`config.mk`:
```
export PLATFORM = sky130hd
export DESIGN_NAME = cpu_top
export DESIGN_NICKNAME = d
export VERILOG_FILES = /design/src/source/rv_pkg.sv /design/src/source/pipe_ctrl_if.sv /design/src/source/cpu_top.sv /design/src/source/hazard_ctrl.sv /design/src/source/execute_unit.sv /design/src/source/decode_unit.sv /design/src/source/fetch_unit.sv /design/src/source/pipe_reg.sv
export SDC_FILE = /design/constraint.sdc
export NUM_CORES = 2
export LEC_CHECK = 0
export ABC_AREA = 1
export BUFFER_PORTS_ARGS = -buffer_cell sky130_fd_sc_hd__buf_2
export CAP_MARGIN = 15
export CORE_ASPECT_RATIO = 1.2
export CORE_MARGIN = 2
export CORE_UTILIZATION = 40
export DETAILED_ROUTE_END_ITERATION = 10
export PLACE_DENSITY = 0.67
export SYNTH_ARGS = -nofsm -noshare
export SYNTH_HDL_FRONTEND = slang
export SYNTH_SLANG_ARGS = --single-unit
```
`constraint.sdc`:
```
create_clock -name clock -period 4.5 [get_ports clock]
set_input_delay 0.225 -clock clock [delete_from_list [all_inputs] [get_ports clock]]
set_output_delay 0.225 -clock clock [all_outputs]
set_load 0.01 [all_outputs]
```
`src/source/rv_pkg.sv`:
```
package rv_pkg;

    // ---------------------------------------------------------------------
    // widths and reset vector
    // ---------------------------------------------------------------------
    parameter int XLEN       = 32;
    parameter int REG_ADDR_W = 5;
    parameter int NUM_REGS   = 32;

    parameter logic [XLEN-1:0] RESET_PC = 32'h0000_0000;   // first fetch address

    // major opcodes of the supported subset
    typedef enum logic [6:0] {
        OPC_OP     = 7'b0110011,
        OPC_OP_IMM = 7'b0010011,
        OPC_LUI    = 7'b0110111,
        OPC_JAL    = 7'b1101111,
        OPC_BRANCH = 7'b1100011
    } opcode_e;

    typedef enum logic [2:0] {
        ALU_ADD,
        ALU_SUB,
        ALU_AND,
        ALU_OR,
        ALU_XOR,
        ALU_SLT,
        ALU_PASS_B                                           // lui
    } alu_op_e;

    typedef enum logic {
        FWD_RF,                                              // value read in decode
        FWD_WB                                               // result in writeback
    } fwd_sel_e;

    typedef enum logic [1:0] {
        BR_NONE,
        BR_EQ,
        BR_NE,
        BR_JAL
    } br_kind_e;

    // ---------------------------------------------------------------------
    // stage payloads
    // ---------------------------------------------------------------------
    typedef struct packed {
        logic [XLEN-1:0] pc;
        logic [XLEN-1:0] instr;
    } if_pkt_t;

    typedef struct packed {
        logic [XLEN-1:0]       pc;
        logic [XLEN-1:0]       rs1_val;
        logic [XLEN-1:0]       rs2_val;
        logic [XLEN-1:0]       imm;
        logic [REG_ADDR_W-1:0] rs1;
        logic [REG_ADDR_W-1:0] rs2;
        logic [REG_ADDR_W-1:0] rd;
        alu_op_e               alu_op;
        logic                  use_imm;
        logic                  reg_wen;                      // never set for rd x0
        br_kind_e              br_kind;
    } ex_pkt_t;

    typedef struct packed {
        logic [XLEN-1:0]       pc;
        logic [REG_ADDR_W-1:0] rd;
        logic                  reg_wen;
        logic [XLEN-1:0]       result;
    } wb_pkt_t;

endpackage
```
`src/source/pipe_ctrl_if.sv`:
```
`timescale 1ns/1ps

interface pipe_ctrl_if;
    import rv_pkg::*;

    logic [REG_ADDR_W-1:0] ex_rs1;                           // sources of the op in execute
    logic [REG_ADDR_W-1:0] ex_rs2;
    logic                  redirect;                         // taken branch or jump
    logic [XLEN-1:0]       redirect_pc;
    logic [REG_ADDR_W-1:0] wb_rd;
    logic                  wb_wen;                           // valid and writing
    fwd_sel_e              fwd_a;
    fwd_sel_e              fwd_b;
    logic                  flush_d;
    logic                  flush_e;
    logic [XLEN-1:0]       fetch_pc;                         // new fetch address on flush

    modport ctrl (
        input  ex_rs1, ex_rs2, redirect, redirect_pc, wb_rd, wb_wen,
        output fwd_a, fwd_b, flush_d, flush_e, fetch_pc
    );

    modport stage (
        output ex_rs1, ex_rs2, redirect, redirect_pc, wb_rd, wb_wen,
        input  fwd_a, fwd_b, flush_d, flush_e, fetch_pc
    );

endinterface

```
`src/source/cpu_top.sv`:
```
`timescale 1ns/1ps

module cpu_top #(
    parameter logic [rv_pkg::XLEN-1:0] RESET_PC = rv_pkg::RESET_PC
) (
    input  logic                          clock,
    input  logic                          rst_n,
    output logic                          instr_req,
    output logic [rv_pkg::XLEN-1:0]       instr_addr,
    input  logic [rv_pkg::XLEN-1:0]       instr_rdata,
    input  logic                          instr_ack,
    output logic                          commit_valid,
    output logic [rv_pkg::XLEN-1:0]       commit_pc,
    output logic [rv_pkg::REG_ADDR_W-1:0] commit_rd,
    output logic                          commit_wen,
    output logic [rv_pkg::XLEN-1:0]       commit_data
);
    import rv_pkg::*;

    logic    if_valid;
    if_pkt_t if_data;
    logic    id_valid;
    if_pkt_t id_data;
    logic    dec_valid;
    ex_pkt_t dec_data;
    logic    ex_valid;
    ex_pkt_t ex_data;
    logic    exe_valid;
    wb_pkt_t exe_data;
    logic    wb_valid;
    wb_pkt_t wb_data;

    pipe_ctrl_if ctl ();

    // ---------------------------------------------------------------------
    // fetch and decode
    // ---------------------------------------------------------------------
    fetch_unit #(.RESET_PC(RESET_PC)) u_fetch (
        .clock       (clock       ),
        .rst_n       (rst_n       ),
        .instr_req   (instr_req   ),
        .instr_addr  (instr_addr  ),
        .instr_rdata (instr_rdata ),
        .instr_ack   (instr_ack   ),
        .ctl         (ctl.stage   ),
        .if_valid    (if_valid    ),
        .if_data     (if_data     )
    );

    pipe_reg #(.payload_t(if_pkt_t)) u_id_reg (
        .clock     (clock       ),
        .rst_n     (rst_n       ),
        .load      (if_valid    ),
        .flush     (ctl.flush_d ),
        .in_valid  (if_valid    ),
        .in_data   (if_data     ),
        .out_valid (id_valid    ),
        .out_data  (id_data     )
    );

    decode_unit u_decode (
        .clock    (clock     ),
        .rst_n    (rst_n     ),
        .id_valid (id_valid  ),
        .id_data  (id_data   ),
        .wb_valid (wb_valid  ),
        .wb_data  (wb_data   ),
        .ex_valid (dec_valid ),
        .ex_data  (dec_data  )
    );

    // ---------------------------------------------------------------------
    // execute and writeback
    // ---------------------------------------------------------------------
    pipe_reg #(.payload_t(ex_pkt_t)) u_ex_reg (
        .clock     (clock       ),
        .rst_n     (rst_n       ),
        .load      (dec_valid   ),
        .flush     (ctl.flush_e ),
        .in_valid  (dec_valid   ),
        .in_data   (dec_data    ),
        .out_valid (ex_valid    ),
        .out_data  (ex_data     )
    );

    execute_unit u_execute (
        .ex_valid     (ex_valid  ),
        .ex_data      (ex_data   ),
        .wb_data      (wb_data   ),
        .ctl          (ctl.stage ),
        .wb_out_valid (exe_valid ),
        .wb_out       (exe_data  )
    );

    pipe_reg #(.payload_t(wb_pkt_t)) u_wb_reg (
        .clock     (clock     ),
        .rst_n     (rst_n     ),
        .load      (exe_valid ),
        .flush     (1'b0      ),                             // commits are never refused
        .in_valid  (exe_valid ),
        .in_data   (exe_data  ),
        .out_valid (wb_valid  ),
        .out_data  (wb_data   )
    );

    hazard_ctrl u_hazard_ctrl (
        .ctl (ctl.ctrl)
    );

    assign ctl.wb_rd  = wb_data.rd;
    assign ctl.wb_wen = wb_valid && wb_data.reg_wen;

    // commit port straight from the writeback register
    assign commit_valid = wb_valid;
    assign commit_pc    = wb_data.pc;
    assign commit_rd    = wb_data.rd;
    assign commit_wen   = wb_valid && wb_data.reg_wen;
    assign commit_data  = wb_data.result;

endmodule

```
`src/source/hazard_ctrl.sv`:
```
`timescale 1ns/1ps

module hazard_ctrl (
    pipe_ctrl_if.ctrl ctl
);
    import rv_pkg::*;

    logic wb_live;
    logic hit_a;
    logic hit_b;

    // ---------------------------------------------------------------------
    // forwarding, writeback to execute only
    // ---------------------------------------------------------------------
    assign wb_live = ctl.wb_wen && (ctl.wb_rd != '0);
    assign hit_a   = wb_live && (ctl.wb_rd == ctl.ex_rs1);
    assign hit_b   = wb_live && (ctl.wb_rd == ctl.ex_rs2);

    assign ctl.fwd_a = hit_a ? FWD_WB : FWD_RF;
    assign ctl.fwd_b = hit_b ? FWD_WB : FWD_RF;

    // ---------------------------------------------------------------------
    // redirect from execute
    // ---------------------------------------------------------------------
    // the two younger slots are wrong path, fetch restarts at the target
    assign ctl.flush_d  = ctl.redirect;
    assign ctl.flush_e  = ctl.redirect;
    assign ctl.fetch_pc = ctl.redirect_pc;

endmodule

```
`src/source/execute_unit.sv`:
```
`timescale 1ns/1ps

module execute_unit (
    input  logic            ex_valid,
    input  rv_pkg::ex_pkt_t ex_data,
    input  rv_pkg::wb_pkt_t wb_data,
    pipe_ctrl_if.stage      ctl,
    output logic            wb_out_valid,
    output rv_pkg::wb_pkt_t wb_out
);
    import rv_pkg::*;

    logic [XLEN-1:0] op_a;
    logic [XLEN-1:0] op_b;
    logic [XLEN-1:0] alu_b;
    logic [XLEN-1:0] alu_res;
    logic [XLEN-1:0] link_pc;
    logic            taken;

    assign ctl.ex_rs1 = ex_data.rs1;
    assign ctl.ex_rs2 = ex_data.rs2;

    // forwarding from writeback
    assign op_a  = (ctl.fwd_a == FWD_WB) ? wb_data.result : ex_data.rs1_val;
    assign op_b  = (ctl.fwd_b == FWD_WB) ? wb_data.result : ex_data.rs2_val;
    assign alu_b = ex_data.use_imm ? ex_data.imm : op_b;

    always_comb begin
        case (ex_data.alu_op)
            ALU_ADD:    alu_res = op_a + alu_b;
            ALU_SUB:    alu_res = op_a - alu_b;
            ALU_AND:    alu_res = op_a & alu_b;
            ALU_OR:     alu_res = op_a | alu_b;
            ALU_XOR:    alu_res = op_a ^ alu_b;
            ALU_SLT:    alu_res = XLEN'($signed(op_a) < $signed(alu_b));
            ALU_PASS_B: alu_res = alu_b;
            default:    alu_res = '0;
        endcase
    end

    always_comb begin
        case (ex_data.br_kind)
            BR_EQ:   taken = (op_a == op_b);
            BR_NE:   taken = (op_a != op_b);
            BR_JAL:  taken = 1'b1;
            default: taken = 1'b0;
        endcase
    end

    assign ctl.redirect    = ex_valid && taken;
    assign ctl.redirect_pc = ex_data.pc + ex_data.imm;       // branch and jal target

    assign link_pc = ex_data.pc + XLEN'(4);

    assign wb_out_valid   = ex_valid;
    assign wb_out.pc      = ex_data.pc;
    assign wb_out.rd      = ex_data.rd;
    assign wb_out.reg_wen = ex_data.reg_wen;
    assign wb_out.result  = (ex_data.br_kind == BR_JAL) ? link_pc : alu_res;

endmodule

```
`src/source/decode_unit.sv`:
```
`timescale 1ns/1ps

module decode_unit (
    input  logic            clock,
    input  logic            rst_n,
    input  logic            id_valid,
    input  rv_pkg::if_pkt_t id_data,
    input  logic            wb_valid,
    input  rv_pkg::wb_pkt_t wb_data,
    output logic            ex_valid,
    output rv_pkg::ex_pkt_t ex_data
);
    import rv_pkg::*;

    logic [XLEN-1:0]       rf_q [NUM_REGS];
    logic [XLEN-1:0]       instr;
    logic [REG_ADDR_W-1:0] rs1;
    logic [REG_ADDR_W-1:0] rs2;
    logic [REG_ADDR_W-1:0] rd;
    logic [2:0]            funct3;
    logic [XLEN-1:0]       i_imm;
    logic [XLEN-1:0]       u_imm;
    logic [XLEN-1:0]       b_imm;
    logic [XLEN-1:0]       j_imm;
    alu_op_e               f3_op;
    logic                  f3_ok;                            // funct3 is in the subset
    logic                  wb_write;

    assign instr  = id_data.instr;
    assign rs1    = instr[19:15];
    assign rs2    = instr[24:20];
    assign rd     = instr[11:7];
    assign funct3 = instr[14:12];

    assign i_imm = {{20{instr[31]}}, instr[31:20]};
    assign u_imm = {instr[31:12], 12'b0};
    assign b_imm = {{20{instr[31]}}, instr[7], instr[30:25], instr[11:8], 1'b0};
    assign j_imm = {{12{instr[31]}}, instr[19:12], instr[20], instr[30:21], 1'b0};

    assign wb_write = wb_valid && wb_data.reg_wen && (wb_data.rd != '0);

    // ---------------------------------------------------------------------
    // register file, written from writeback
    // ---------------------------------------------------------------------
    always_ff @(posedge clock or negedge rst_n) begin
        if (!rst_n) begin
            for (int i = 0; i < NUM_REGS; i++) begin
                rf_q[i] <= '0;
            end
        end else if (wb_write) begin
            rf_q[wb_data.rd] <= wb_data.result;
        end
    end

    // write-through so a same-cycle writeback is seen
    function automatic logic [XLEN-1:0] read_port(input logic [REG_ADDR_W-1:0] idx);
        logic [XLEN-1:0] val;
        if (idx == '0) begin
            val = '0;
        end else if (wb_write && (wb_data.rd == idx)) begin
            val = wb_data.result;
        end else begin
            val = rf_q[idx];
        end
        return val;
    endfunction

    // op and op-imm share the funct3 table
    always_comb begin
        f3_ok = 1'b1;
        case (funct3)
            3'b000:  f3_op = ALU_ADD;
            3'b010:  f3_op = ALU_SLT;
            3'b100:  f3_op = ALU_XOR;
            3'b110:  f3_op = ALU_OR;
            3'b111:  f3_op = ALU_AND;
            default: begin
                f3_op = ALU_ADD;
                f3_ok = 1'b0;                                // commits without a write
            end
        endcase
    end

    always_comb begin
        ex_data         = '0;
        ex_data.pc      = id_data.pc;
        ex_data.rs1     = rs1;
        ex_data.rs2     = rs2;
        ex_data.rd      = rd;
        ex_data.rs1_val = read_port(rs1);
        ex_data.rs2_val = read_port(rs2);
        ex_data.alu_op  = ALU_ADD;
        ex_data.br_kind = BR_NONE;
        case (instr[6:0])
            OPC_OP: begin
                ex_data.alu_op  = (funct3 == 3'b000 && instr[30]) ? ALU_SUB : f3_op;
                ex_data.reg_wen = f3_ok;
            end
            OPC_OP_IMM: begin
                ex_data.alu_op  = f3_op;
                ex_data.use_imm = 1'b1;
                ex_data.imm     = i_imm;
                ex_data.reg_wen = f3_ok;
            end
            OPC_LUI: begin
                ex_data.alu_op  = ALU_PASS_B;
                ex_data.use_imm = 1'b1;
                ex_data.imm     = u_imm;
                ex_data.reg_wen = 1'b1;
            end
            OPC_JAL: begin
                ex_data.imm     = j_imm;
                ex_data.br_kind = BR_JAL;
                ex_data.reg_wen = 1'b1;                      // link
            end
            OPC_BRANCH: begin
                ex_data.imm = b_imm;
                if (funct3 == 3'b000) begin
                    ex_data.br_kind = BR_EQ;
                end else if (funct3 == 3'b001) begin
                    ex_data.br_kind = BR_NE;
                end
            end
            default: ;
        endcase
        ex_data.reg_wen = ex_data.reg_wen && (rd != '0);     // x0 stays zero
    end

    assign ex_valid = id_valid;

endmodule

```
`src/source/fetch_unit.sv`:
```
`timescale 1ns/1ps

module fetch_unit #(
    parameter logic [rv_pkg::XLEN-1:0] RESET_PC = rv_pkg::RESET_PC
) (
    input  logic                    clock,
    input  logic                    rst_n,
    output logic                    instr_req,
    output logic [rv_pkg::XLEN-1:0] instr_addr,
    input  logic [rv_pkg::XLEN-1:0] instr_rdata,
    input  logic                    instr_ack,
    pipe_ctrl_if.stage              ctl,
    output logic                    if_valid,
    output rv_pkg::if_pkt_t         if_data
);
    import rv_pkg::*;

    typedef enum logic [1:0] {
        F_IDLE,
        F_REQ,
        F_WAIT_LOW
    } fetch_state_e;

    fetch_state_e    state_q;
    logic [XLEN-1:0] pc_q;                                   // address of the open request
    logic [XLEN-1:0] target_q;
    logic            discard_q;                              // open fetch is wrong path
    logic            done;

    assign done = (state_q == F_REQ) && instr_ack;

    // ---------------------------------------------------------------------
    // four-phase handshake and pc
    // ---------------------------------------------------------------------
    always_ff @(posedge clock or negedge rst_n) begin
        if (!rst_n) begin
            state_q   <= F_IDLE;
            pc_q      <= RESET_PC;
            discard_q <= 1'b0;
        end else begin
            case (state_q)
                F_IDLE:     state_q <= F_REQ;
                F_REQ:      if (instr_ack) state_q <= F_WAIT_LOW;
                F_WAIT_LOW: if (!instr_ack) state_q <= F_REQ;
                default:    state_q <= F_IDLE;
            endcase

            if (done) begin
                discard_q <= 1'b0;
                if (ctl.flush_d) begin
                    pc_q <= ctl.fetch_pc;                    // word killed by decode flush
                end else if (discard_q) begin
                    pc_q <= target_q;
                end else begin
                    pc_q <= pc_q + XLEN'(4);
                end
            end else if (ctl.flush_d) begin
                if (state_q == F_REQ) begin
                    discard_q <= 1'b1;                       // address must stay stable
                end else begin
                    pc_q <= ctl.fetch_pc;
                end
            end
        end
    end

    always_ff @(posedge clock) begin
        if (ctl.flush_d && (state_q == F_REQ) && !instr_ack) begin
            target_q <= ctl.fetch_pc;
        end
    end

    assign instr_req  = (state_q == F_REQ);
    assign instr_addr = pc_q;

    assign if_valid      = done && !discard_q;
    assign if_data.pc    = pc_q;
    assign if_data.instr = instr_rdata;

endmodule

```
`src/source/pipe_reg.sv`:
```
`timescale 1ns/1ps

module pipe_reg #(
    parameter type payload_t = rv_pkg::if_pkt_t
) (
    input  logic     clock,
    input  logic     rst_n,
    input  logic     load,
    input  logic     flush,
    input  logic     in_valid,
    input  payload_t in_data,
    output logic     out_valid,
    output payload_t out_data
);

    always_ff @(posedge clock or negedge rst_n) begin
        if (!rst_n) begin
            out_valid <= 1'b0;
        end else begin
            out_valid <= load && in_valid && !flush;         // no load means bubble
        end
    end

    always_ff @(posedge clock) begin
        if (load) begin
            out_data <= in_data;                             // held otherwise
        end
    end

endmodule

```
==> out/summary.txt <==
GRT
------------------------------------------------------------------------------------------------------
First-pass GRT wire length                                                                      465 mm
Combined global-route utilization of all metal layers                                            0.304
Number of global-route vias before repair                                                        71800
Initial antenna violation count                                                                     13
Total overflow reported by the global router                                                         0
Maximum number of pins on one net before global-route repair                                       156

DIE
------------------------------------------------------------------------------------------------------
Die Y-Extent                                                                                    491 µm
Die width                                                                                       410 µm
Top-level I/O count                                                                                139
Die outline area                                                                            201000 µm²
Initial core utilization                                                                         0.403
Site Rows                                                                                          178
Placeable core region                                                                       196000 µm²

DRT
------------------------------------------------------------------------------------------------------
Detail-routed via count per cell                                                                  5.92
Routed wire length per instance                                                                24.1 µm
Number of nets with antenna violations after detailed routing                                        0
Final wirelength                                                                                315 mm
Total via count in the routed design                                                             77400
Drt first pass iters                                                                                 7
Number of DRC violations after detailed routing                                                      0
DRC marker count from the first detailed-route iteration                                         10900

TIMING
------------------------------------------------------------------------------------------------------
Final total negative setup slack                                                                  0 ns
Slew HR                                                                                          0.206
Min Tclk post-route                                                                            4.33 ns
Number of hold violations in the final report                                                        0
Post-route setup slack                                                                        0.173 ns
Part of the cycle the worst path needs                                                           0.962
Setup-failing EPs final                                                                              0
Worst setup skew after layout                                                                0.0291 ns
Slew at the pin closest to its max-slew limit                                                  1.18 ns
Final Max Slew Viols                                                                                 0
Worst-case hold slack                                                                        0.0869 ns
Max Clk Rate                                                                                 0.231 GHz

LOGIC SYNTHESIS
------------------------------------------------------------------------------------------------------
Top cell type by total area after synthesis                                                    dfrtp_1
Count of warnings emitted by yosys                                                                   0
Number of library cell types mapped by synthesis                                                    57
Top cells by area, synth                                                                  dfrtp_1 34%, o21ai_0 14%, edfxtp_1 12%
Register bit count reported by yosys                                                              1378
EDFF count, synth                                                                                  316
Syn Area/Cell                                                                                 7.59 µm²
Total nets after synthesis                                                                       10600
Synthesized instance count                                                                       10400
Area share of the leading cell type in the synthesized netlist                                   0.337
Post-synthesis instance area                                                                 78900 µm²
Sequential-to-total area share from yosys stat                                                   0.457
Leading register cell type out of synthesis                                                    dfrtp_1
Fraction of registers with async set or reset after synthesis                                    0.771

CLOCK NETWORK
------------------------------------------------------------------------------------------------------
Clock tree from TritonCTS                                                                        built
H-tree depth                                                                                         4
Clk buf depth                                                                                        3
Clock tree root driver cell                                                                  clkbuf_16
Number of buffers added by the clock tree synthesis step                                           144
Clock insertion delay at the later pin of the skew report                                      0.84 ns
Clk sinks                                                                                         1378
Clock transition at the register clock pins on the worst setup and hold paths after CTS        0.06 ns

PLACEMENT
------------------------------------------------------------------------------------------------------
Cell Count Post-Placement                                                                        12800
Buffers added on ports                                                                             138
Detailed placer's ending HPWL                                                                   204 mm
Pre-CTS WS                                                                                   -0.276 ns
RePlAce Congestion                                                                                1.03

SETUP PATH
------------------------------------------------------------------------------------------------------
Worst Setup Start Kind                                                                        register
Critical path fanouts, max                                                                          10
Arrival time at the worst endpoint                                                             4.89 ns
Cell seen most often among critical-path stages                                                  buf_4
Required time worst endpoint                                                                   5.06 ns
Setup slack of the worst register-to-register path                                             0.17 ns
CP Capture Type                                                                               register
Category of the most critical setup path                                                  register to register
Cell at the slowest stage of the critical path                                                edfxtp_1
Worst path max stage delay                                                                     0.47 ns

LAYOUT
------------------------------------------------------------------------------------------------------
Final-stage net count                                                                            10500
Fraction of layout instances using a drive strength above 1                                      0.105
Layout Cells excl Fill                                                                           13100
Final core area utilization                                                                      0.458
Area growth, synth to finish                                                                     13.7%

POWER AND IR DROP
------------------------------------------------------------------------------------------------------
Max IR drop VDD                                                                                 468 µV
Leakage component of the power                                                                 39.4 nW
Power per cell area                                                                         618 nW/µm²
Part of the power in registers                                                                   0.350
Internal                                                                                      0.0315 W
Clock share of power                                                                             0.223
Switching power                                                                               0.0239 W
Combinational fraction of design power                                                           0.427
Switching part of the total power                                                                0.431

FLOW RUN
------------------------------------------------------------------------------------------------------
Max-cap check violation count                                                                        0

MIN PATH
------------------------------------------------------------------------------------------------------
HP Class                                                                                  input port to async pin

RUN STATUS
------------------------------------------------------------------------------------------------------
Outcome                                                                                      completed

-- path summary, 6_finish.rpt --
path                                                 start                               to  cells after the start
max in group asynchronous                            rst_n   u_decode.rf_q[946]$_DFFE_PN0P_                      4
max reg2reg                u_wb_reg.out_data[33]$_DFFE_PP_   u_wb_reg.out_data[0]$_DFFE_PP_                     25
min reg2reg                u_decode.rf_q[1000]$_DFFE_PN0P_  u_decode.rf_q[1000]$_DFFE_PN0P_                      0
min                                                  rst_n   u_decode.rf_q[586]$_DFFE_PN0P_                      3
max                        u_wb_reg.out_data[33]$_DFFE_PP_   u_wb_reg.out_data[0]$_DFFE_PP_                     25
min in group clock                          instr_rdata[1]   u_id_reg.out_data[1]$_DFFE_PP_                      2
-- area by class of cell --
| cell class | instances | area, µm² |
|---|---|---|
| flip-flops and latches | 1378 | 36100 |
| clock inverters | 60 | 752 |
| multi-input cells | 7313 | 36800 |
| fillers | 19200 | 106000 |
| clock buffers | 198 | 4030 |
| repair buffers | 723 | 5830 |
| well taps | 2610 | 3270 |
| diodes | 7 | 17.5 |
| inverters | 786 | 2970 |
-- worst max-delay path, delay by kind of cell (launching register included) --
family / cells / cell delay (ns)
simple gates: 7 / 0.83
fa+ha+maj: 1 / 0.21
flops: 1 / 0.47
buf+inv: 8 / 1.27
xor+xnor: 2 / 0.38
compound gates: 7 / 0.87
-- synth_stat cells (all sizes together), types with 139 or more instances --
| master | number |
|---|---|
| nand2 | 2450 |
| buf | 180 |
| nand3 | 414 |
| inv | 775 |
| o211ai | 318 |
| nor2 | 541 |
| dfrtp | 1062 |
| a21oi | 629 |
| clkbuf | 739 |
| o22ai | 139 |
| o21ai | 2221 |
| edfxtp | 316 |
| ha | 146 |
-- cell usage in the layout (no fill, tap or decap), drive strengths merged, types with 22 or more instances in the layout --
master and count:
nand2 2450, o21ai 2221, dfrtp 1062, inv 789, buf 688, a21oi 629
nor2 541, nand3 415, o211ai 318, edfxtp 316, clkbuf 199, ha 146
o22ai 139, nand4 136, nor3 52, clkinv 42, xor2 40, dlygate4sd3 34
xnor2 27, a211oi 22
-- logic make-up (layout without fill, tap and decap cells) --
kind of cell               after synthesis  in the layout  synth area share
buffers and inverters                 1705           1767            0.0862
adders and majority gates              149            149            0.0239
other                                    0              7                 0
xor gates and xnor gates                67             67           0.00743
DFF                                   1378           1378             0.457
and+or+nand+nor                       3628           3629             0.186
muxes                                    5              5          0.000634
AOI/OAI and AO/OA                     3463           3463             0.239
-- power groups by stage --
stage	Combinational, W	Clock (W)	Sequential (W)
CTS	0.0227	0.0125	0.0193
detailed placement	0.0225	0	0.0195
floorplan	0.0139	0	0.0186
finish	0.0236	0.0124	0.0194
global placement	0.0222	0	0.0194
global route	0.0259	0.0130	0.0197
-- timing repair --
action | CTS | global route
endpoints found under the hold margin | 549 | 0
endpoints found under the setup margin | 16 | 29
hold buffers | 35 | 0
setup buffers | 0 | 19
gates cloned | 0 | 2
pin swaps | 0 | 19
resized for setup | 14 | 108
-- registers in the layout, indices dropped and copies added, names as in the netlist --
register	cells
u_decode.rf_q	1024
u_ex_reg.out_data	150
u_ex_reg.out_valid	1
u_fetch.discard_q	1
u_fetch.instr_addr	32
u_fetch.state_q	2
u_fetch.target_q	32
u_id_reg.out_data	64
u_id_reg.out_valid	1
u_wb_reg.out_data	70
u_wb_reg.out_valid	1
-- routing by layer --
| metal | global-route usage | part of all wire |
|---|---|---|
| met2 | 0.474 | 0.45 |
| met1 | 0.395 | 0.39 |
| met3 | 0.0546 | 0.097 |
| met4 | 0.181 | 0.067 |
| met5 | 0 | 0.00016 |
-- metrics by stage --
step	cell area (µm²)	total power, W
5_1_grt	89700	0.0586
3_3_place_gp	83900	0.0416
4_1_cts	89100	0.0545
2_1_floorplan	78900	0.0325
6_report	89700	0.0554
3_5_place_dp	83900	0.0420
No activity file was read; power rests on OpenSTA's default activity.
